==> src/box_overlay_pkg.sv <==
package box_overlay_pkg;

    // Widths
    localparam int COORD_W     = 10;
    localparam int GRAY_W      = 7;
    localparam int GAIN_W      = 7;
    localparam int CAM_PIXEL_W = 8;
    localparam int AREA_W      = 22;
    localparam int THRESH_W    = 15;
    localparam int REGION_W    = 4;
    localparam int FRAME_CNT_W = 3;

    // Region grid, 4 columns by 3 rows
    localparam int REGION_COLS = 4;
    localparam int REGION_ROWS = 3;
    localparam int NUM_REGIONS = REGION_COLS * REGION_ROWS;

    typedef logic [COORD_W-1:0]     coord_t;
    typedef logic [GRAY_W-1:0]      gray_t;
    typedef logic [GAIN_W-1:0]      gain_t;
    typedef logic [CAM_PIXEL_W-1:0] cam_pixel_t;
    typedef logic [AREA_W-1:0]      area_t;
    typedef logic [THRESH_W-1:0]    thresh_t;
    typedef logic [REGION_W-1:0]    region_idx_t;
    typedef logic [FRAME_CNT_W-1:0] frame_cnt_t;
    typedef logic [NUM_REGIONS-1:0] region_mask_t;

    // Minimum of a region in which the detector found nothing
    localparam coord_t COORD_NONE = coord_t'(641);

    localparam int    FRAMES_PER_LATCH    = 5;
    localparam area_t AREA_THRESH_DEFAULT = area_t'(16);
    localparam int    GAIN_SHIFT          = 7;
    localparam gray_t CHANNEL_FULL        = '1;

    typedef enum logic {
        WAIT_FRAMES,
        LATCH
    } sampler_state_t;

endpackage

==> src/pixel_compositor.sv <==
`timescale 1ns/1ps

module pixel_compositor import box_overlay_pkg::*; (
    input  logic       clk,
    input  logic       reset,
    input  logic       pixel_valid_i,
    input  cam_pixel_t cam_pixel_i,
    input  gain_t      gain_i,
    input  logic       border_hit_i,
    input  logic       highlight_i,
    output logic       pixel_valid_o,
    output gray_t      red_o,
    output gray_t      green_o,
    output gray_t      blue_o
);

    logic [GRAY_W+GAIN_W-1:0] product;
    gray_t                    scaled;
    logic                     paint_red;

    //////////////////////////////////////////////////
    // Brightness, fixed point gain over 128
    //////////////////////////////////////////////////
    assign product = cam_pixel_i[CAM_PIXEL_W-1:1] * gain_i;
    assign scaled  = gray_t'(product >> GAIN_SHIFT);

    assign paint_red = border_hit_i & highlight_i;

    //////////////////////////////////////////////////
    // Output stage
    //////////////////////////////////////////////////
    always_ff @(posedge clk or posedge reset) begin
        if (reset) begin
            pixel_valid_o <= 1'b0;
            red_o         <= '0;
            green_o       <= '0;
            blue_o        <= '0;
        end else begin
            pixel_valid_o <= pixel_valid_i;
            if (paint_red) begin
                red_o   <= CHANNEL_FULL;
                green_o <= '0;
                blue_o  <= '0;
            end else begin
                red_o   <= scaled;
                green_o <= scaled;
                blue_o  <= scaled;
            end
        end
    end

    a_valid_latency: assert property (@(posedge clk) disable iff (reset)
        pixel_valid_o == $past(pixel_valid_i));

endmodule

==> config.mk <==
export PLATFORM = sky130hd
export DESIGN_NAME = pixel_compositor
export DESIGN_NICKNAME = d
export VERILOG_FILES = /design/src/box_overlay_pkg.sv /design/src/pixel_compositor.sv
export SDC_FILE = /design/constraint.sdc
export NUM_CORES = 1
export LEC_CHECK = 0
export BUFFER_PORTS_ARGS = -buffer_cell sky130_fd_sc_hd__buf_4
export CAP_MARGIN = 15
export CORE_MARGIN = 2
export CORE_UTILIZATION = 36
export CTS_CLUSTER_SIZE = 14
export DETAILED_ROUTE_END_ITERATION = 16
export HOLD_SLACK_MARGIN = 0.06
export PLACE_DENSITY_LB_ADDON = 0.15
export SETUP_SLACK_MARGIN = 0.3
export SLEW_MARGIN = 20
export SYNTH_ARGS = -nofsm -noshare
export SYNTH_HDL_FRONTEND = slang
export SYNTH_SLANG_ARGS = --single-unit
==> constraint.sdc <==
create_clock -name clk -period 0.8 [get_ports clk]
set_input_delay 0.2 -clock clk [delete_from_list [all_inputs] [get_ports clk]]
set_output_delay 0.2 -clock clk [all_outputs]
set_load 0.01 [all_outputs]
---- Yosys cells after proc, flatten, opt, wreduce, memory -nomap -nowiden ----
Cells that the tools add are included.
word-level totals
  output and inout bits ................... 22
  register bits ........................... 15
  latch bits .............................. 0
  ROM bits ................................ 0
  bits in writable memories ............... 0
  memories kept ........................... 0
  input port bits ......................... 20
  logic and storage cells ................. 7
operators by class
  bitwise gates (word level) .............. 1
  shift operators ......................... 0
  div/mod/pow operators ................... 0
  add/sub/neg operators ................... 0
  muxes and demuxes ....................... 2
  reductions and logical operators ........ 0
  $mul .................................... 1
  order comparisons ....................... 0
  equal/unequal tests ..................... 0
operators by type and width
  operator                    number
  multiplier 7 x 7 -> 14 bit  1
  2-to-1 mux 7 bit            2
  AND 1 bit                   1

---- Depth between registers and ports, before layout ----
  word-level depth ........................ 2
  mapped depth ............................ 15
  depth with buffers taken out ............ 15

---- Least setup slack after synthesis ----
OpenSTA, ideal clock, no wires.
  path type ............................... input to register
  start point ............................. in cam_pixel_i[4]
  end point ............................... reg red_o[6]
  setup time .............................. 125 ps
  arrival ................................. 3892 ps
  setup slack ............................. -3217 ps
  cell stages on the path ................. 14
  cell sequence ........................... and2_1 -> fa_1 -> inv_1 -> fa_1 -> inv_1 -> fa_1 -> inv_1 -> fa_1 -> inv_1 -> ha_1 -> a21oi_1 -> o21ai_0 -> a221o_1 -> mux2_4
between the ends
  longest elaborated chain between the ends .. 2
ends and longest elaborated chain
  what                        RTL line                RTL
  start: declaration          pixel_compositor.sv:7   input cam_pixel_t cam_pixel_i,
  multiplier 7 x 7 -> 14 bit  pixel_compositor.sv:24  assign product = cam_pixel_i[CAM_PIXEL_W-1:1] * gain_i;
  2-to-1 mux 7 bit            pixel_compositor.sv:40  if (paint_red) begin
  end signal: assignment      pixel_compositor.sv:45  red_o <= scaled;
  end: declaration            pixel_compositor.sv:12  output gray_t red_o,
Every way passes these cells.

---- Worst setup path in the final report ----
  start point ............................. in gain_i[1]
  end point ............................... reg red_o[6]
between the ends
  longest elaborated chain between the ends .. 2
ends and longest elaborated chain
  what                        RTL line                RTL
  start: declaration          pixel_compositor.sv:8   input gain_t gain_i,
  multiplier 7 x 7 -> 14 bit  pixel_compositor.sv:24
  2-to-1 mux 7 bit            pixel_compositor.sv:40
Every way passes these cells.

==> results.md <==
- The layout cell share with drive strength beyond 1 is 46.90%.
- The number of distinct standard cells referenced by the synthesized netlist is 28.
- The arrival time of the worst setup path is 3.74 ns.
- For the pin with the worst max-slew slack, the measured transition is 0.2412 ns.
- The met2 layer usage reported by global route is 30.78%.
- The number of cells on the critical path is 15.
- The wire length of the first global-routing pass is 7.935 mm.
- Summing the areas of all xor and xnor instances in the mapped netlist gives 2.657% of the synthesized area.
- The dominant cell type by area after synthesis is fa_1.
- The number of buffers on the longest clock path is 2.
- The share of synthesized area occupied by flip-flops and latches is 18.98%.
- Before CTS, the worst setup slack after placement is -3.151 ns.
- Across every metal layer, demand over resource in global routing totals 15.92%.
- The largest stage delay on the critical path is 0.52 ns.
- The most utilized layer in the global route result is met2.
- STA classifies the critical path startpoint as a primary input.
- The count of endpoints failing hold in the final timing report is 15.
- The routed wire length per instance is 12.36 um.
- The least setup slack across all paths after layout is -2.820 ns.
- The multi-input combinational cells in the finished layout cover a total of 1729 um^2.
- Once detailed placement completed, the half-perimeter wirelength came to 3.799 mm.
- Power comes to 8.471 mW.
- The kind of cell adding the most delay to the critical path is adder cells.
- The number of global-route vias before repair was 1821.
- After synthesis the cells add up to 1978 um^2.
- By area, the combinational part of the netlist is dominated by adder cells.
- The relative slew slack is 83.92%.
- The first routing iteration left 35 violations.
- The final max-slew violation count is 0.
- Synthesis produced 202 cells.
- The run finished, with violations left.
- In this run the standard cell core region covers 5205 um^2.
- The initial antenna violation count is 0.
- The floorplan step set the die height to 78.13 um.
- The clock tree from TritonCTS is built.
- After routing the design area is 3153 um^2.
- The filler cell count is 437.
- The area taken by flip-flops and latches is 375.4 um^2.
- The slowest cell on the critical path is fa_1.
- The number of clock buffers inserted by TritonCTS is 3.
- Summing the areas of all compound-gate instances in the mapped netlist gives 7.780% of the synthesized area.
- The setup TNS after final layout is -40.94 ns.
- The post-route antenna net violation count is 0.
- The maximum vdd ir drop is 1547 uV.
- The initial utilization of the core area, before any placement, comes to 38.00%.
- The total via count in the routed design is 1653.
- For this design the static power due to leakage is 1.580 nW.
- The synthesis warning total is 0.
- STA classifies the critical path endpoint as a register.
- The total placed instance area is 2726 um^2.
- The final period utilization is 452.5%.
- The tree built by TritonCTS fans out to 15 sinks.
- The count of inserted antenna diode cells is 0.
- Clock-pin slew was measured on the worst setup and hold paths at 0.05 ns.
- The largest fanout on the critical path is 5.
- The post-route DRC violation count is 0.
- The total overflow left after global routing is 0.
- At the end of the flow, the number of nets in the layout was 364.
- The met1 track utilization from global routing is 19.07%.
- The post-synthesis sequential element count is 15.
- In the global route stage, met3 resource usage came out at 0.8046%.
- The tightest min-delay check is of the in -> async type.
- Timing would allow up to 276.3 MHz.
- The final layout contains routed wiring with a total length of 4.450 mm.
- The number of iterations in the first detailed-routing pass is 4.
- From synthesis to final layout, the design area changed by 59.39%.
- The share of synthesized cell area in full adder, half adder and majority cells is 42.25%.
- The cell at the root of the clock tree is clkbuf_8.
- The synthesized netlist devotes 18.98% of its cell area to simple gates.
- CTS built an H-tree with a depth of 1.
- The signal on the critical path passes through buf_8 -> and2_4 -> fa_1 -> inv_1 -> fa_1 -> inv_1 -> fa_1 -> inv_1 -> fa_2 -> inv_2 -> ha_4 -> a21oi_4 -> o21ai_2 -> a221o_1 -> mux2_4.
- On the final layout, the worst hold slack is -0.04147 ns.
- Setup violations remaining at the end of the flow were counted as 36.
- In this run the count of I/O pins placed on the die edge is 42.
- The most critical setup path has its startpoint at gain_i[1].
- The setup path with the least slack is of type in -> reg.
- The area share of the leading cell type in the synthesized netlist is 23.28%.
- For the worst setup path, the data required time is 0.92 ns.
- The shortest clock period the worst path allows after layout is 3.620 ns.
- The buffers plus inverters on the worst setup path is 5.
- The net count after synthesis is 275.
- Setup repair after global routing could not meet its margin everywhere.
- The share of synthesized area spent on multiplexers is 2.340%.
- The die extent in x is 78.13 um.
- The number of buffer cells added on primary ports is 40.
- The final reports fail on hold timing, setup timing.
- Dividing the synthesized area by the synthesized cell count gives 9.793 um^2.
- For this design the ratio of total power to cell area is 2687 nW/um^2.
- The floorplan has 26 rows.
- Dividing the detail-routed via count by the number of cells gives 4.592.
- Routability-driven placement finished with a final weighted congestion of 0.8355.
- The largest net degree at the start of global routing is 16.
- Max-cap violations in this run came to 0.
- In the post-synthesis netlist, the biggest area contributors are fa_1 23%, dfrtp_1 19%, ha_1 19%.
- The floorplan step defined a die boundary enclosing 6104 um^2.
report_power, final:
| part | internal (mW) | switching [mW] |
|---|---|---|
| clock network | 0.350 | 0.212 |
| logic | 3.60 | 3.05 |
| registers | 1.08 | 0.183 |
| total | 5.03 | 3.44 |
sequential cells by signal (all words and copies together) (netlist names):
name and count:
blue_o 7, red_o 7, pixel_valid_o 1
per-layer routing:
layer	wire length, um	part of all wire, %
met1	1844	41
met2	2428	55
met3	135	3.0
met4	42	0.94
met5	0	0
final timing paths:
kind,end,slack [ns]
max in group asynchronous,red_o[4],0.68
max,red_o[6],-2.82
min in group clk,pixel_valid_o,0.07
min,blue_o[4],-0.04
synthesized netlist by cell type:
cell type  instances
a41oi_1            1
dfrtp_1           15
o221ai_1           2
fa_1              23
ha_1              30
buf_4              7
a21oi_1            7
a221o_1            1
xnor2_1            1
o21a_1             1
nand2_1           23
mux2_2             1
inv_1             23
and3_1             1
o21bai_1           1
nand4_1            3
a21oi_2            1
nand2b_1           2
nor2_1             7
o22ai_2            1
a31oi_1            3
mux2i_1            2
and2_1            36
mux2_4             1
a21boi_0           1
o21ai_0            2
xor2_1             5
a41o_1             1
layout by cell type (no fill, tap or decap), types with 2 or more instances in the layout:
cell type / instances
inv_2: 4
and2_1: 31
buf_4: 58
a31oi_4: 3
dfrtp_1: 15
ha_1: 25
nor2_1: 6
inv_1: 18
nand2b_1: 2
ha_4: 5
clkbuf_8: 3
mux2_4: 2
nand2_1: 22
buf_6: 29
a21oi_2: 4
and2_4: 5
a21oi_1: 2
buf_8: 3
a21oi_4: 2
o221ai_4: 2
fa_1: 22
xor2_2: 3
nand4_1: 3
o21ai_2: 2
xor2_1: 2
logic make-up after synthesis:
logic type,Yosys count
AO/OA/AOI/OAI,22
XOR/XNOR,6
adder cells (fa/ha/maj),53
buffers and inverters,30
flip-flops,15
multiplexers,4
AND/OR/NAND/NOR,72
cell type report:
type | instances | area share (%)
Inverter | 23 | 2.817
Tap cell | 70 | 2.778
Sequential cell | 15 | 11.90
Multi-Input combinational cell | 157 | 54.84
Clock buffer | 4 | 1.429
Timing Repair Buffer | 91 | 26.23
timing repair:
action,in CTS,in global routing
setup buffers,1,3
hold endpoints to repair,15,16
gates resized for setup,54,19
pin swaps,29,16
setup endpoints to repair,36,36
through the flow:
step | cells | util (%) | hold WS (ns)
2_1_floorplan | 202 | - | 0.1015
3_3_place_gp | 352 | 52.38 | 0.2122
3_5_place_dp | 352 | 52.38 | 0.2113
4_1_cts | 357 | 58.05 | -0.04199
5_1_grt | 360 | 60.58 | -0.02157
6_report | 360 | 60.58 | -0.04147
No activity file was read; power rests on OpenSTA's default activity.
