[src/box_overlay_pkg.sv]
package box_overlay_pkg;

    // Widths
    localparam int COORD_W     = 10;
    localparam int GRAY_W      = 7;
    localparam int GAIN_W      = 7;
    localparam int CAM_PIXEL_W = 8;
    localparam int AREA_W      = 22;
    localparam int THRESH_W    = 15;
    localparam int REGION_W    = 4;
    localparam int FRAME_CNT_W = 3;

    // Region grid, 4 columns by 3 rows
    localparam int REGION_COLS = 4;
    localparam int REGION_ROWS = 3;
    localparam int NUM_REGIONS = REGION_COLS * REGION_ROWS;

    typedef logic [COORD_W-1:0]     coord_t;
    typedef logic [GRAY_W-1:0]      gray_t;
    typedef logic [GAIN_W-1:0]      gain_t;
    typedef logic [CAM_PIXEL_W-1:0] cam_pixel_t;
    typedef logic [AREA_W-1:0]      area_t;
    typedef logic [THRESH_W-1:0]    thresh_t;
    typedef logic [REGION_W-1:0]    region_idx_t;
    typedef logic [FRAME_CNT_W-1:0] frame_cnt_t;
    typedef logic [NUM_REGIONS-1:0] region_mask_t;

    // Minimum of a region in which the detector found nothing
    localparam coord_t COORD_NONE = coord_t'(641);

    localparam int    FRAMES_PER_LATCH    = 5;
    localparam area_t AREA_THRESH_DEFAULT = area_t'(16);
    localparam int    GAIN_SHIFT          = 7;
    localparam gray_t CHANNEL_FULL        = '1;

    typedef enum logic {
        WAIT_FRAMES,
        LATCH
    } sampler_state_t;

endpackage

[src/box_table_if.sv]
`timescale 1ns/1ps

interface box_table_if import box_overlay_pkg::*; ();

    // Displayed table, one entry per region
    coord_t min_x [NUM_REGIONS];
    coord_t max_x [NUM_REGIONS];
    coord_t min_y [NUM_REGIONS];
    coord_t max_y [NUM_REGIONS];

    // Boxes that pass the area filter
    region_mask_t valid_mask;

    modport sampler (
        output min_x, max_x, min_y, max_y
    );

    modport filter (
        input  min_x, max_x, min_y, max_y,
        output valid_mask
    );

    modport border (
        input min_x, max_x, min_y, max_y, valid_mask
    );

endinterface

[src/box_area_filter.sv]
`timescale 1ns/1ps

module box_area_filter import box_overlay_pkg::*; (
    input  thresh_t     thresh_i,
    box_table_if.filter boxes
);

    area_t area [NUM_REGIONS];
    area_t eff_thresh;

    // Zero selects the default
    assign eff_thresh = (thresh_i == '0) ? AREA_THRESH_DEFAULT : area_t'(thresh_i);

    for (genvar r = 0; r < NUM_REGIONS; r++) begin : g_region
        logic             present;
        logic [COORD_W:0] width;
        logic [COORD_W:0] height;

        assign present = (boxes.min_x[r] != COORD_NONE) &&
                         (boxes.max_x[r] >= boxes.min_x[r]) &&
                         (boxes.min_y[r] != COORD_NONE) &&
                         (boxes.max_y[r] >= boxes.min_y[r]);

        // Inclusive spans
        assign width  = {1'b0, boxes.max_x[r]} - {1'b0, boxes.min_x[r]} + 1'b1;
        assign height = {1'b0, boxes.max_y[r]} - {1'b0, boxes.min_y[r]} + 1'b1;

        assign area[r] = present ? (area_t'(width) * area_t'(height)) : '0;
    end

    always_comb begin
        for (int r = 0; r < NUM_REGIONS; r++) begin
            boxes.valid_mask[r] = (area[r] >= eff_thresh);
        end
    end

endmodule

[src/flat_wrapper.sv]
// flat-port wrapper written by rule: the top's interface ports become plain ports
module box_area_filter_flat import box_overlay_pkg::*;
  (thresh_i, boxes_min_x, boxes_max_x, boxes_min_y, boxes_max_y, boxes_valid_mask);
  box_table_if boxes_i ();
  input  thresh_t thresh_i;
  input wire logic [$bits(boxes_i.min_x)-1:0] boxes_min_x;
  input wire logic [$bits(boxes_i.max_x)-1:0] boxes_max_x;
  input wire logic [$bits(boxes_i.min_y)-1:0] boxes_min_y;
  input wire logic [$bits(boxes_i.max_y)-1:0] boxes_max_y;
  output wire logic [$bits(boxes_i.valid_mask)-1:0] boxes_valid_mask;
  assign boxes_i.min_x = {>>{boxes_min_x}};
  assign boxes_i.max_x = {>>{boxes_max_x}};
  assign boxes_i.min_y = {>>{boxes_min_y}};
  assign boxes_i.max_y = {>>{boxes_max_y}};
  assign boxes_valid_mask = boxes_i.valid_mask;
  box_area_filter u_core (.thresh_i(thresh_i), .boxes(boxes_i));
endmodule
[config.mk]
export PLATFORM = sky130hd
export DESIGN_NAME = box_area_filter_flat
export DESIGN_NICKNAME = d
export VERILOG_FILES = /design/src/box_overlay_pkg.sv /design/src/box_table_if.sv /design/src/box_area_filter.sv /design/src/flat_wrapper.sv
export SDC_FILE = /design/constraint.sdc
export NUM_CORES = 2
export LEC_CHECK = 0
export BUFFER_PORTS_ARGS = -buffer_cell sky130_fd_sc_hd__buf_2
export CAP_MARGIN = 20
export CORE_ASPECT_RATIO = 1.5
export CORE_MARGIN = 2
export CORE_UTILIZATION = 39
export DETAILED_ROUTE_END_ITERATION = 12
export SLEW_MARGIN = 10
export SYNTH_ARGS = -nofsm -noshare
export SYNTH_HDL_FRONTEND = slang
export SYNTH_SLANG_ARGS = --single-unit
export TNS_END_PERCENT = 50
[constraint.sdc]
create_clock -name vclk -period 19.3
set_input_delay 2.895 -clock vclk [all_inputs]
set_output_delay 2.895 -clock vclk [all_outputs]
set_load 0.01 [all_outputs]
# == Word level (Yosys, flattened, before mapping) ==
# Cells that the tools add are included.
# word_totals
out_inout_bits,12
register_bits,0
latchBits,0
romBits,0
n_memories,0
ramBits,0
in_bits,495
word_cells,170
# op_classes
n_mux,13
n_eq_ne,24
addsub,48
n_div,0
magnitude_cmp,36
multipliers,12
bitwise,0
shift,0
reduce_logical,37
# op_table
operator,count
$add 11x1->11 const B,24
$ge 22x22->1,12
$mul 11x11->22,12
$mux 22,12
$sub 10x10->11,24
$ge 10x10->1,24
$ne 10x10->1 const B,24
$logic_and 1x1->1,36
$logic_not 15->1,1
$mux 15,1

# == Depth between registers and ports, before layout ==
# logic_depth
word_depth,6
ltp_mapped,40

# == Worst setup path after synthesis ==
# Ideal clock, no wire load.
# synth_timing
kind,input to output
start,input port boxes_max_x[91]
end,output port boxes_valid_mask[2]
slack_ns,5.505
required_ns,16.405
arrival_time_ns,10.900
path_stages,37
path_cell_list,inv_1 ha_1 inv_1 ha_1 fa_1 nor2b_1 o21ai_0 a21oi_1 o21ai_0 nand2b_1 xnor2_1 nand2b_1 fa_1 fa_1 fa_1 inv_1 fa_1 inv_1 fa_1 inv_1 ha_1 or3_1 o21bai_1 a31oi_1 nor2b_1 o21a_1 nor2_1 xnor2_1 and2_1 ha_1 and4_1 a21oi_1 nand2_1 a211o_1 a2111oi_0 nand4_1 o32a_1
# synth_via
elab_chain_cells,6
word_cells_on_any_way,9
classes_between,add/sub (2); mul (1); order compare (2); mux (1); reduce/logical (3)
# synth_rtl
item,line,text
"start, declared",flat_wrapper.sv:7,input wire logic [$bits(boxes_i.max_x)-1:0] boxes_max_x;
"parallel branches: the longest is 4 deep, another holds $mul 11x11->22",-,
$mux 22 *,box_area_filter.sv:28,assign area[r] = present ? (area_t'(width) * area_t'(height)) : '0;
$ge 22x22->1 *,box_area_filter.sv:33,boxes.valid_mask[r] = (area[r] >= eff_thresh);
"end, declared",flat_wrapper.sv:10,output wire logic [$bits(boxes_i.valid_mask)-1:0] boxes_valid_mask;
# Every way passes the cells marked *.

# == Worst setup path after layout ==
# layout_timing
start,input port boxes_min_x[32]
end,output port boxes_valid_mask[8]
# layout_via
elab_chain_cells,6
word_cells_on_any_way,10
classes_between,add/sub (2); mul (1); order compare (2); eq/ne (1); mux (1); reduce/logical (3)
# layout_rtl
item,line,text
"start, declared",flat_wrapper.sv:6,input wire logic [$bits(boxes_i.min_x)-1:0] boxes_min_x;
"parallel branches: the longest is 4 deep, another holds $mul 11x11->22",-,
$mux 22 *,box_area_filter.sv:28,
$ge 22x22->1 *,box_area_filter.sv:33,
# Marked as above.

==> results.env <==
STATUS='completed'
GROUTE.USAGE.OVERALL=0.196
FINAL.HOLD.WORST_SLACK_NS=6.58
ENDPOINTS_FAILING_SETUP=0
YOSYS_WARNINGS=0
DRT_PRE_ANTENNA_ITERS=5
DRIVE_GT1_FRAC=0.0684
INITIALDRTVIOLATIONCOUNT=2169
WORST_PIN_SLEW_NS=1.14
GLOBAL_ROUTE.OVERFLOW_TOTAL=0
INITIAL_CORE_UTIL=0.392
ANT_NETS=0
TIMING.HOLD.WORST.CLASS='primary input to output port'
DESIGN.FINAL.NETS=12100
SYNTH_FP_NETS=11600
AREA_LEADER_NETLIST='sky130_fd_sc_hd__fa_1'
DIE_AREA_UM2=185000
WIRELENGTH_UM=180000
FINAL-HOLD-VIOLATION-COUNT=0
PLACE.DETAILED.HPWL_UM=158000
TIMING.HOLD.WORST_ENDPOINT='boxes_valid_mask[0]'
VIAS_PER_CELL=5.05
FINAL_UTIL=0.422
GRT_ANTENNA_BEFORE_REPAIR=8
SETUP.WORST_PATH.CLASS='primary input to output port'
MAX_STAGE_DELAY_NS=0.54
N_CLOCK_BUFFER=0
YOSYS.CELL_TYPES.COUNT=77
SYNTH.TOP_CELLS.BY_AREA='sky130_fd_sc_hd__fa_1 31%, sky130_fd_sc_hd__ha_1 25%, sky130_fd_sc_hd__inv_1 11%'
GP_ROUTABILITY_CONGESTION=0.891
PATH_COMMON_CELL='sky130_fd_sc_hd__fa_1'
SYNTH_AREA_PER_CELL_UM2=8.16
POST_SYNTHESIS_INSTANCE_AREA_UM2=70700
PORT_BUFFERS=507
YOSYS-TOP-CELLS-COUNT='2003 x sky130_fd_sc_hd__inv_1, 1404 x sky130_fd_sc_hd__ha_1, 1080 x sky130_fd_sc_hd__fa_1'
SYNTH.YOSYS.SEQ_AREA_SHARE=0
NUMBER_OF_GLOBAL_ROUTE_VIAS_BEFORE_REPAIR=62200
POSTCTSSETUPREPAIRBUFS=0
CTS.HOLD.BUFFERS_ADDED=0
FP.DIEW_UM=352
SETUP_TNS_NS=0
TIMING.HOLD.WORST_PATH_DEPTH=6
CORE_UM2=180000
CRITICAL_PATH_PEAK_FANOUT=7
CTS-RESIZED-GATES=0
TIMING.SLEW.HEADROOM=0.235
TIMING.CRITICAL_PATH.FROM_TYPE='primary input'
CRITICAL_PATH_ARRIVAL_NS=12.05
MAX_SLEW_VIO_COUNT=0
IO_PINS=507
MAX_CAP_VIOLATIONS=0
ACHIEVABLE-FREQUENCY_MHz=66.9
RSZ0062_AT_GRT='no'
DIE_SPAN_IN_Y_UM=525
DRC=0
CRITICAL-PATH-SLOWEST-CELL='sky130_fd_sc_hd__fa_1'
NFLOPSANDLATCHES=0
GRT_FIRST_PASS_WIRELENGTH_UM=302000
HP-START='boxes_min_y[119]'
FINAL.MIN_CLOCK_PERIOD_NS=14.94
WIRE_PER_INST_UM=15.7
YOSYS.CELL_COUNT.TOP_TYPE='sky130_fd_sc_hd__inv_1'
NUM_VIAS=58000
CORE.ROWCOUNT=191
FLOW.AREA_GROWTH_FROM_SYNTHESIS_PCT=7.73
GRT_MAX_DEGREE=17
LAYOUT.AREA.SEQ_UM2=0
SYN-INSTANCE-COUNT=8663
N_FILL_CELL=18300
REQUIRED_TIME_OF_THE_CRITICAL_PATH_NS=16.41
SYNTH_TOP_AREA_FRAC=0.306
FIN_CRIT_SH=0.774
ELEMENT_TYPE_AT_THE_CRITICAL_PATH_END='output port'
==> final cells by class <==
cell class	instances	area, um2	share of cell area
Antenna cell	2	5.00	0.0000657
Tap cell	2412	3020	0.0396
Inverter	2004	7520	0.0988
Timing Repair Buffer	555	2900	0.0381
Multi-Input combinational cell	6523	62700	0.823
==> critical path, delay by kind of cell <==
kind                       cells  cell delay (ns)
buffers and inverters          7             0.57
adders and majority gates      9             3.84
and+or+nand+nor                6             1.30
muxes                          1             0.43
AOI/OAI and AO/OA             13             2.97
==> cell families after synthesis <==
family / count (synthesis) / share of synthesized area
adder cells (fa/ha/maj): 2484 / 0.554
AND/OR/NAND/NOR: 2423 / 0.169
buffers and inverters: 2140 / 0.114
AO/OA/AOI/OAI: 1164 / 0.106
XOR/XNOR: 413 / 0.0512
multiplexers: 39 / 0.00552
==> worst max-delay path by stage <==
stage	from	end	slack, ns
after floorplan	boxes_max_x[91]	boxes_valid_mask[2]	5.51
after global placement	boxes_min_x[32]	boxes_valid_mask[8]	4.56
after detailed placement	boxes_min_x[32]	boxes_valid_mask[8]	4.44
after CTS	boxes_min_x[32]	boxes_valid_mask[8]	4.44
after global routing	boxes_min_x[32]	boxes_valid_mask[8]	3.69
final	boxes_min_x[32]	boxes_valid_mask[8]	4.36
==> layer usage <==
layer,share of wire,GRT usage
met3,0.029,0.00633
met1,0.41,0.233
met5,0,0
met4,0.032,0.0518
met2,0.53,0.379
==> cells in the final DEF (no fill, tap or decap), types with 24 or more instances in the layout <==
cell / count
sky130_fd_sc_hd__inv_1: 2003
sky130_fd_sc_hd__ha_1: 1404
sky130_fd_sc_hd__fa_1: 1080
sky130_fd_sc_hd__nor2_1: 632
sky130_fd_sc_hd__nand2_1: 588
sky130_fd_sc_hd__buf_2: 507
sky130_fd_sc_hd__and2_1: 364
sky130_fd_sc_hd__a21oi_1: 347
sky130_fd_sc_hd__xnor2_1: 233
sky130_fd_sc_hd__nand2b_1: 233
sky130_fd_sc_hd__o21ai_0: 201
sky130_fd_sc_hd__xor2_1: 180
sky130_fd_sc_hd__nand3_1: 146
sky130_fd_sc_hd__o21bai_1: 131
sky130_fd_sc_hd__nor2b_1: 109
sky130_fd_sc_hd__a21o_1: 108
sky130_fd_sc_hd__nor3_1: 67
sky130_fd_sc_hd__a31oi_1: 62
sky130_fd_sc_hd__and3_1: 58
sky130_fd_sc_hd__a211oi_1: 56
sky130_fd_sc_hd__nand4_1: 55
sky130_fd_sc_hd__nor4_1: 53
sky130_fd_sc_hd__buf_4: 47
sky130_fd_sc_hd__mux2i_1: 39
sky130_fd_sc_hd__or2_2: 38
sky130_fd_sc_hd__o21a_1: 37
sky130_fd_sc_hd__nor3b_1: 27
sky130_fd_sc_hd__o21ai_1: 26
sky130_fd_sc_hd__o41ai_1: 24
==> through the flow <==
step	worst slack (ns)	instance area [um2]	cells
finish	4.36	76200	11500
global route	3.69	76200	11500
CTS	4.44	76100	11500
detailed placement	4.44	76100	11500
global placement	4.56	76100	11500
floorplan	5.51	70700	8663
