--- config.mk ---
export PLATFORM = sky130hd
export DESIGN_NAME = border_hit_detect_flat
export DESIGN_NICKNAME = d
export VERILOG_FILES = /design/src/box_overlay_pkg.sv /design/src/box_table_if.sv /design/src/border_hit_detect.sv /design/src/flat_wrapper.sv
export SDC_FILE = /design/constraint.sdc
export NUM_CORES = 1
export LEC_CHECK = 0
export ABC_AREA = 1
export BUFFER_PORTS_ARGS = -buffer_cell sky130_fd_sc_hd__buf_2
export CORE_AREA = 4 4 199 201
export DETAILED_ROUTE_END_ITERATION = 8
export DIE_AREA = 0 0 203 205
export PLACE_DENSITY = 0.61
export SLEW_MARGIN = 40
export SYNTH_ARGS = -nofsm -noshare
export SYNTH_HDL_FRONTEND = slang
export SYNTH_SLANG_ARGS = --single-unit
--- constraint.sdc ---
create_clock -name vclk -period 2
set_input_delay 0.2 -clock vclk [all_inputs]
set_output_delay 0.2 -clock vclk [all_outputs]
set_load 0.01 [all_outputs]
--- src/box_overlay_pkg.sv ---
package box_overlay_pkg;

    // Widths
    localparam int COORD_W     = 10;
    localparam int GRAY_W      = 7;
    localparam int GAIN_W      = 7;
    localparam int CAM_PIXEL_W = 8;
    localparam int AREA_W      = 22;
    localparam int THRESH_W    = 15;
    localparam int REGION_W    = 4;
    localparam int FRAME_CNT_W = 3;

    // Region grid, 4 columns by 3 rows
    localparam int REGION_COLS = 4;
    localparam int REGION_ROWS = 3;
    localparam int NUM_REGIONS = REGION_COLS * REGION_ROWS;

    typedef logic [COORD_W-1:0]     coord_t;
    typedef logic [GRAY_W-1:0]      gray_t;
    typedef logic [GAIN_W-1:0]      gain_t;
    typedef logic [CAM_PIXEL_W-1:0] cam_pixel_t;
    typedef logic [AREA_W-1:0]      area_t;
    typedef logic [THRESH_W-1:0]    thresh_t;
    typedef logic [REGION_W-1:0]    region_idx_t;
    typedef logic [FRAME_CNT_W-1:0] frame_cnt_t;
    typedef logic [NUM_REGIONS-1:0] region_mask_t;

    // Minimum of a region in which the detector found nothing
    localparam coord_t COORD_NONE = coord_t'(641);

    localparam int    FRAMES_PER_LATCH    = 5;
    localparam area_t AREA_THRESH_DEFAULT = area_t'(16);
    localparam int    GAIN_SHIFT          = 7;
    localparam gray_t CHANNEL_FULL        = '1;

    typedef enum logic {
        WAIT_FRAMES,
        LATCH
    } sampler_state_t;

endpackage

--- src/box_table_if.sv ---
`timescale 1ns/1ps

interface box_table_if import box_overlay_pkg::*; ();

    // Displayed table, one entry per region
    coord_t min_x [NUM_REGIONS];
    coord_t max_x [NUM_REGIONS];
    coord_t min_y [NUM_REGIONS];
    coord_t max_y [NUM_REGIONS];

    // Boxes that pass the area filter
    region_mask_t valid_mask;

    modport sampler (
        output min_x, max_x, min_y, max_y
    );

    modport filter (
        input  min_x, max_x, min_y, max_y,
        output valid_mask
    );

    modport border (
        input min_x, max_x, min_y, max_y, valid_mask
    );

endinterface

--- src/border_hit_detect.sv ---
`timescale 1ns/1ps

module border_hit_detect import box_overlay_pkg::*; (
    input  coord_t      draw_x_i,
    input  coord_t      draw_y_i,
    box_table_if.border boxes,
    output logic        border_hit_o
);

    region_mask_t hits;

    always_comb begin
        logic in_x;
        logic in_y;
        logic on_row;
        logic on_col;

        for (int r = 0; r < NUM_REGIONS; r++) begin
            in_x   = (draw_x_i >= boxes.min_x[r]) && (draw_x_i <= boxes.max_x[r]);
            in_y   = (draw_y_i >= boxes.min_y[r]) && (draw_y_i <= boxes.max_y[r]);
            // Top or bottom edge
            on_row = ((draw_y_i == boxes.min_y[r]) || (draw_y_i == boxes.max_y[r])) && in_x;
            // Left or right edge
            on_col = ((draw_x_i == boxes.min_x[r]) || (draw_x_i == boxes.max_x[r])) && in_y;
            hits[r] = boxes.valid_mask[r] && (on_row || on_col);
        end
    end

    // Overlaps just OR together
    assign border_hit_o = |hits;

endmodule

--- src/flat_wrapper.sv ---
// flat-port wrapper written by rule: the top's interface ports become plain ports
module border_hit_detect_flat import box_overlay_pkg::*;
  (draw_x_i, draw_y_i, border_hit_o, boxes_min_x, boxes_max_x, boxes_min_y, boxes_max_y, boxes_valid_mask);
  box_table_if boxes_i ();
  input  coord_t draw_x_i;
  input  coord_t draw_y_i;
  output logic border_hit_o;
  input wire logic [$bits(boxes_i.min_x)-1:0] boxes_min_x;
  input wire logic [$bits(boxes_i.max_x)-1:0] boxes_max_x;
  input wire logic [$bits(boxes_i.min_y)-1:0] boxes_min_y;
  input wire logic [$bits(boxes_i.max_y)-1:0] boxes_max_y;
  input wire logic [$bits(boxes_i.valid_mask)-1:0] boxes_valid_mask;
  assign boxes_i.min_x = {>>{boxes_min_x}};
  assign boxes_i.max_x = {>>{boxes_max_x}};
  assign boxes_i.min_y = {>>{boxes_min_y}};
  assign boxes_i.max_y = {>>{boxes_max_y}};
  assign boxes_i.valid_mask = boxes_valid_mask;
  border_hit_detect u_core (.draw_x_i(draw_x_i), .draw_y_i(draw_y_i), .boxes(boxes_i), .border_hit_o(border_hit_o));
endmodule
# Yosys cells after proc, flatten, opt, wreduce, memory -nomap -nowiden
# Index checks and enable logic that the tools add are counted.
# word_totals
ff_bits,0
in_bits,512
out_inout_bits,1
word_cells,193
# classes
n_lt_le_gt_ge,48
n_eq_ne,48
reduce_logical,97
# ops
operator,n
equality test 10 bit,48
>= comparator 10 bit,24
<= comparator 10 bit,24
logical AND 1 bit,60
logical OR 1 bit,36
OR reduction 12 bit,1

# Longest topological paths before layout
# Gate-level depths: netlist of the first run.
# logic_depth
depth_word,6
depth_mapped,15
mapped_depth_nobuf,15

# Worst setup path after synthesis of the first run
# Ideal clock, no wire load.
# synth_path
path_kind,input to output
start,input port draw_x_i[0]
end,output port border_hit_o
t_arrival_ns,1.698
required_ns,1.800
path_slack_ns,0.102
path_stages,14
path_buffers,0
path_cell_list,inv_1 ha_1 a21oi_1 nand2_1 nand2_1 nand2_1 nand2_1 nand2_1 nand3_1 nand2_1 nand2_1 nand2_1 nor2_1 nand3_1
# synth_between
elab_chain_len,6
word_cells_on_any_way,121
classes_between,order compare (24); eq/ne (24); reduce/logical (73)
# synth_lines
element,line,source
start: declaration,flat_wrapper.sv:5,input coord_t draw_x_i;
>= comparator 10 bit (tied with other cells),border_hit_detect.sv:19,in_x = (draw_x_i >= boxes.min_x[r]) && (draw_x_i <= boxes.max_x[r]);
logical AND 1 bit or logical OR 1 bit (tied branches),"border_hit_detect.sv:19, border_hit_detect.sv:24",
logical AND 1 bit (on tied branches),"border_hit_detect.sv:22, border_hit_detect.sv:24",
logical OR 1 bit,border_hit_detect.sv:25,hits[r] = boxes.valid_mask[r] && (on_row || on_col);
logical AND 1 bit,border_hit_detect.sv:25,
OR reduction 12 bit (*),border_hit_detect.sv:30,assign border_hit_o = |hits;
end: declaration,flat_wrapper.sv:7,output logic border_hit_o;
# Mark *: on every way between the ends. The rest lies on a longest branch, timed or not.

# Worst setup path after layout of the first run
# layout_path
start,input port draw_y_i[5]
end,output port border_hit_o
# layout_between
elab_chain_len,6
word_cells_on_any_way,121
classes_between,order compare (24); eq/ne (24); reduce/logical (73)
# layout_lines
element,line,source
start: declaration,flat_wrapper.sv:6,input coord_t draw_y_i;
>= comparator 10 bit (tied with other cells),border_hit_detect.sv:20,in_y = (draw_y_i >= boxes.min_y[r]) && (draw_y_i <= boxes.max_y[r]);
logical AND 1 bit or logical OR 1 bit (tied branches),"border_hit_detect.sv:20, border_hit_detect.sv:22",
logical AND 1 bit (on tied branches),"border_hit_detect.sv:24, border_hit_detect.sv:22",
logical OR 1 bit,border_hit_detect.sv:25,
logical AND 1 bit,border_hit_detect.sv:25,
OR reduction 12 bit (*),border_hit_detect.sv:30,
# Marks and branches as above.

==> flow_summary.yaml, run 1 <==
pwr:
  peakVddDrop_mv: 0.09947
  p_per_area_nw_per_um2: 207.4
  leakagePower_nw: 12.25
finish:
  fin_nets: 3824
  instances_no_fill: 3345
  seq_cell_count: 0
  register_area_sq_um: 0
  fin_area_sq_um: 19670
  num-clock-buffers: 0
  layout-drive-gt1-share: 0.3042
  synthToLayoutAreaGrowth_pct: 47.77
  num-fill-cells: 3785
placed_design:
  gp_congestion: 0.9529
  place_area_sq_um: 17500
  dp_cells: 3311
  portBuffers: 513
  hpwl_microns: 47610
yosys:
  synth.largest_area_cell: "ha_1"
  yosysSeqAreaShare: 0
  synth.most_common_cell: "inv_1"
  syn_area_per_cell_sq_um: 6.074
  synth_nets: 3183
  yosys-top-cells-area: "ha_1 (45%), inv_1 (17%), nand2_1 (15%), a21oi_1 (5.1%), nand3_1 (4.5%)"
  synth.top_cell.area_share: 0.4513
  syn_area_sq_um: 13310
  synth_warnings: 0
  synthCells: 2191
  synth_common_cells: "inv_1 (602), nand2_1 (531), ha_1 (480)"
  ys_types: 19
floorplan:
  core_sq_um: 37580
  ios: 513
  die_height_microns: 205
  die_w_microns: 203
  start_util: 0.3542
  dieArea_sq_um: 41620
  row_count: 71
routing:
  wl_microns: 58190
  drc: 0
  ant_nets: 0
  vias: 16080
  avgViaCountPerCell: 4.807
  drtIter0Drc: 591
  wire_per_inst_microns: 17.40
  dr.pass1.iters: 5
timing:
  drv_slew: 0
  setup_violations: 1
  relSlewSlack: 0.7930
  finalWorstSetupSlack_ps: -218.7
  rsz0062_at_grt: "true"
  final_hold_viol_count: 0
  worst_pin_slew_ps: 307.3
  final.period_utilization: 1.109
  fmax_mhz: 450.7
  layout_min_cycle_time_ps: 2219
  holdWs_ps: 841.0
grt:
  grt_util_all_layers: 0.2639
  grt_max_degree: 20
  grt-ovfl-total: 0
  antenna_found_initial: 6
  grt_pass1_wl_microns: 86980
  grt_pass1_vias: 16610
setup_path:
  path_class: "in -> out"
  crit_path_max_incr_delay_ps: 260
  endpoint_kind: "primary output"
  path_max_fanout: 5
  cp_common_cell: "nand2_2"
  required_ps: 1800
  crit_chain: "buf_12, buf_12, ha_4, nand2_2, buf_4, inv_1, nand2_1, nand2_1, nand2_1, nand3_2, nand2_2, nand3_2, nand2_2, nand2_2, nand2_4, nor2_1, nand3_1, buf_6"
  crit_path_start_kind: "input pin"
  worstPathArrival_ps: 2020
  cp_slowest_cell: "ha_4"
outcome:
  violations: "setup timing"
  outcome: "finished with violations"
hold_path:
  hold_path_end: "border_hit_o"
  hp-start: "boxes_valid_mask[11]"
  hold_depth: 6
  hold_class: "in -> out"
flow_run:
  maxCapViolations: 0
cts:
  postCtsHoldBufs: 0
report_power, final:
group / switching, mW / total, mW / internal, mW
logic: 2.21 / 4.08 / 1.87
registers: 0 / 0 / 0
clock network: 0 / 0.000000268 / 0.000000268
total: 2.21 / 4.08 / 1.87
routing by layer:
layer | routed length, microns | part of all wire | vias to the layer above | GRT usage
met4 | 2490 | 0.043 | 4 | 0.08487
met5 | 25 | 0.00043 | - | 0
met3 | 2476 | 0.043 | 128 | 0.02042
met2 | 28880 | 0.50 | 487 | 0.4945
li1 | - | - | 8242 | -
met1 | 24320 | 0.42 | 7219 | 0.3186
cells in the final DEF (no fill, tap or decap), types with 18 or more instances in the layout:
master	count
nor2_2	41
buf_4	74
nand4_1	27
o21ai_0	18
nand3_1	102
ha_1	417
nand2_2	55
buf_12	34
o21bai_1	23
ha_4	63
a21o_1	29
inv_1	600
buf_2	494
a21oi_1	134
nand2_1	478
nor2_1	93
layout make-up:
class	instances	area (sq um)	share of cell area
inverter	603	2263	0.1151
timing repair buffer	639	4415	0.2245
multi-input combinational	1588	12340	0.6274
tap	511	639.4	0.03251
antenna	4	10.01	0.0005090
worst max path at each step:
| stage | start | slack, ps | endpoint |
|---|---|---|---|
| after floorplan | draw_x_i[0] | 100 | border_hit_o |
| after global placement | draw_x_i[7] | -760 | border_hit_o |
| after detailed placement | draw_x_i[7] | -760 | border_hit_o |
| after CTS | draw_x_i[2] | -200 | border_hit_o |
| after global routing | draw_x_i[0] | -340 | border_hit_o |
| final | draw_y_i[5] | -220 | border_hit_o |
worst max-delay path: cells and delay by family:
family / cells / cell delay, ps
simple gates: 12 / 940
buf+inv: 5 / 600
fa+ha+maj: 1 / 260
kinds of logic after synthesis:
kind of cell | Yosys count | synth area share
and+or+nand+nor | 862 | 0.2732
buffers and inverters | 603 | 0.1701
AOI/OAI and AO/OA | 246 | 0.1055
adders and majority gates | 480 | 0.4513
timing repair:
| action | 4_1_cts | 5_1_grt |
|---|---|---|
| setup buffers | 16 | 3 |
| pin swaps | 90 | 49 |
| setup endpoints to repair | 1 | 1 |
| resized for setup | 234 | 71 |
| gates cloned | 16 | 0 |
per-stage QoR:
stage               total power, mW  setup WS (ps)  TNS [ps]  utilization
detailed placement            3.446         -764.6    -764.6       0.4657
CTS                           3.904         -201.3    -201.3       0.5110
global route                  4.611         -344.7    -344.7       0.5234
global placement              3.355         -763.0    -763.0       0.4657
finish                        4.078         -218.7    -218.7       0.5234
floorplan                     1.905          101.9         0            -
(Power assumes the default switching activity.)
==> run 2, diff against run 1 <==
--- a/config.mk
+++ b/config.mk
@@ -6,7 +6,7 @@
 export NUM_CORES = 1
 export LEC_CHECK = 0
 export ABC_AREA = 1
-export BUFFER_PORTS_ARGS = -buffer_cell sky130_fd_sc_hd__buf_2
+export BUFFER_PORTS_ARGS = -buffer_cell sky130_fd_sc_hd__buf_4
 export CORE_AREA = 4 4 199 201
 export DETAILED_ROUTE_END_ITERATION = 8
 export DIE_AREA = 0 0 203 205
==> constraint.sdc (replaced) <==
create_clock -name vclk -period 2.5
set_input_delay 0.25 -clock vclk [all_inputs]
set_output_delay 0.25 -clock vclk [all_outputs]
set_load 0.01 [all_outputs]
==> run 2 against run 1 <==
  * Via count down 4.0%
  * Final cell count down 1.3%
  * Highest routed layer is now met4
  * The run now ends clean
  * Hold slack gained 97 ps
  * Sequential cell count unchanged
  * Power decreased by 28%
==> flow_summary.yaml, run 2 (synthesis gave the netlist of run 1 again) <==
setup_path:
  crit_start: "draw_x_i[5]"
  cp_slowest_cell: "ha_1"
  required_ps: 2250
  cp_num_buf_inv: 3
  crit_path_max_incr_delay_ps: 280
  path_max_fanout: 20
  endpoint_kind: "primary output"
  path_class: "in -> out"
  crit_path_start_kind: "input pin"
  cp_common_cell: "nand2_1"
  critical-path-top-delay-family: "simple AND/OR/NAND/NOR gates"
  worstPathArrival_ps: 2110
  crit_chain: "buf_6, buf_4, ha_1, nand2_1, nor2_1, nand2_1, o21ai_0, nand3_1, nand2_1, nand2_1, nand2_1, nor2_2, nand3_4, buf_6"
floorplan:
  ios: 513
  core_sq_um: 37580
  die_w_microns: 203
  row_count: 71
  dieArea_sq_um: 41620
  start_util: 0.3542
  die_height_microns: 205
finish:
  register_area_sq_um: 0
  fin_nets: 3773
  num-fill-cells: 3898
  layout-drive-gt1-share: 0.2339
  final_cell_mix: "inv_1 (600), buf_4 (559), nand2_1 (528), ha_1 (479), a21oi_1 (135)"
  final_common_cell: "inv_1"
  synthToLayoutAreaGrowth_pct: 40.58
  seq_cell_count: 0
  fin_util: 0.4979
  instances_no_fill: 3302
  num-clock-buffers: 0
timing:
  drv_slew: 0
  setup_tns_ps: 0
  relSlewSlack: 0.7874
  layout_min_cycle_time_ps: 2363
  setup_violations: 0
  final_hold_viol_count: 0
  fmax_mhz: 423.2
  worst_pin_slew_ps: 315.6
  final.period_utilization: 0.9451
routing:
  ant_nets: 0
  wl_microns: 54280
  drtIter0Drc: 563
  avgViaCountPerCell: 4.673
  wire_per_inst_microns: 16.44
  drc: 0
  dr.pass1.iters: 6
  vias: 15430
pwr:
  combPwrFrac: 1.000
  leakagePower_nw: 12.10
  p_switching_mw: 1.534
  p_per_area_nw_per_um2: 157.5
  peakVddDrop_mv: 0.09548
  seqPwrFrac: 0
  swShare: 0.5206
  internal_power_mw: 1.413
  clkPwrFrac: 0
grt:
  grt-ovfl-total: 0
  grt_max_degree: 25
  antenna_found_initial: 12
  grt_pass1_wl_microns: 82110
  grt_pass1_vias: 15590
  grt_util_all_layers: 0.2479
placed_design:
  hpwl_microns: 47920
  gp_congestion: 0.9418
  portBuffers: 513
  dp_cells: 3286
hold_path:
  hp-start: "boxes_valid_mask[5]"
  hold_class: "in -> out"
outcome:
  outcome: "complete, no violations"
flow_run:
  maxCapViolations: 0
==> run 2: cell count changes in the layout (fill, tap and decap cells not counted), sizes merged <==
cell,previous run,this run
buf,636,587
diode,4,12
bufbuf,3,0
clkbuf,0,1
==> run 2: metal layers <==
layer / global-route usage / wire (microns) / vias to the layer above
met3: 0.02659 / 2626 / 84
met5: 0 / 0 / -
met1: 0.3055 / 23200 / 6811
li1: - / - / 8121
met2: 0.4466 / 26480 / 414
met4: 0.08948 / 1974 / 0
==> run 2: power by group through the flow <==
stage	clock network (mW)	registers (mW)	logic, mW
after floorplan	0	0	1.52
after global placement	0	0	2.82
after detailed placement	0	0	2.90
after CTS	0	0	2.93
after global routing	0.000000644	0	3.38
final	0.000000644	0	2.95
==> run 2: worst paths after layout <==
check / endpoint / depth (start not counted) / slack [ps]
max: border_hit_o / 14 / 140
min: border_hit_o / 6 / 940
==> run 2: final cells by class <==
cell class / count / area [sq um] / share of cell area
Antenna cell: 12 / 30.03 / 0.001605
Inverter: 603 / 2266 / 0.1211
Multi-Input combinational cell: 1588 / 11140 / 0.5956
Tap cell: 511 / 639.4 / 0.03417
Timing Repair Buffer: 588 / 4632 / 0.2476
==> run 2: metrics by stage <==
step	power [mW]	instance area (sq um)	hold WS [ps]	worst slack [ps]
detailed placement	2.897	18420	1084	-309.8
global route	3.379	18710	958.2	-6.904
finish	2.947	18710	938.0	137.2
floorplan	1.524	13310	704.7	501.9
CTS	2.932	18520	969.7	7.052
global placement	2.822	18420	1089	-310.6
==> run 2: repair_timing <==
action | 4_1_cts | 5_1_grt
gates cloned | 0 | 1
buffers inserted | 2 | 4
resized for setup | 22 | 40
setup endpoints to repair | 1 | 1
pin swaps | 1 | 7
hold buffers | 0 | 0
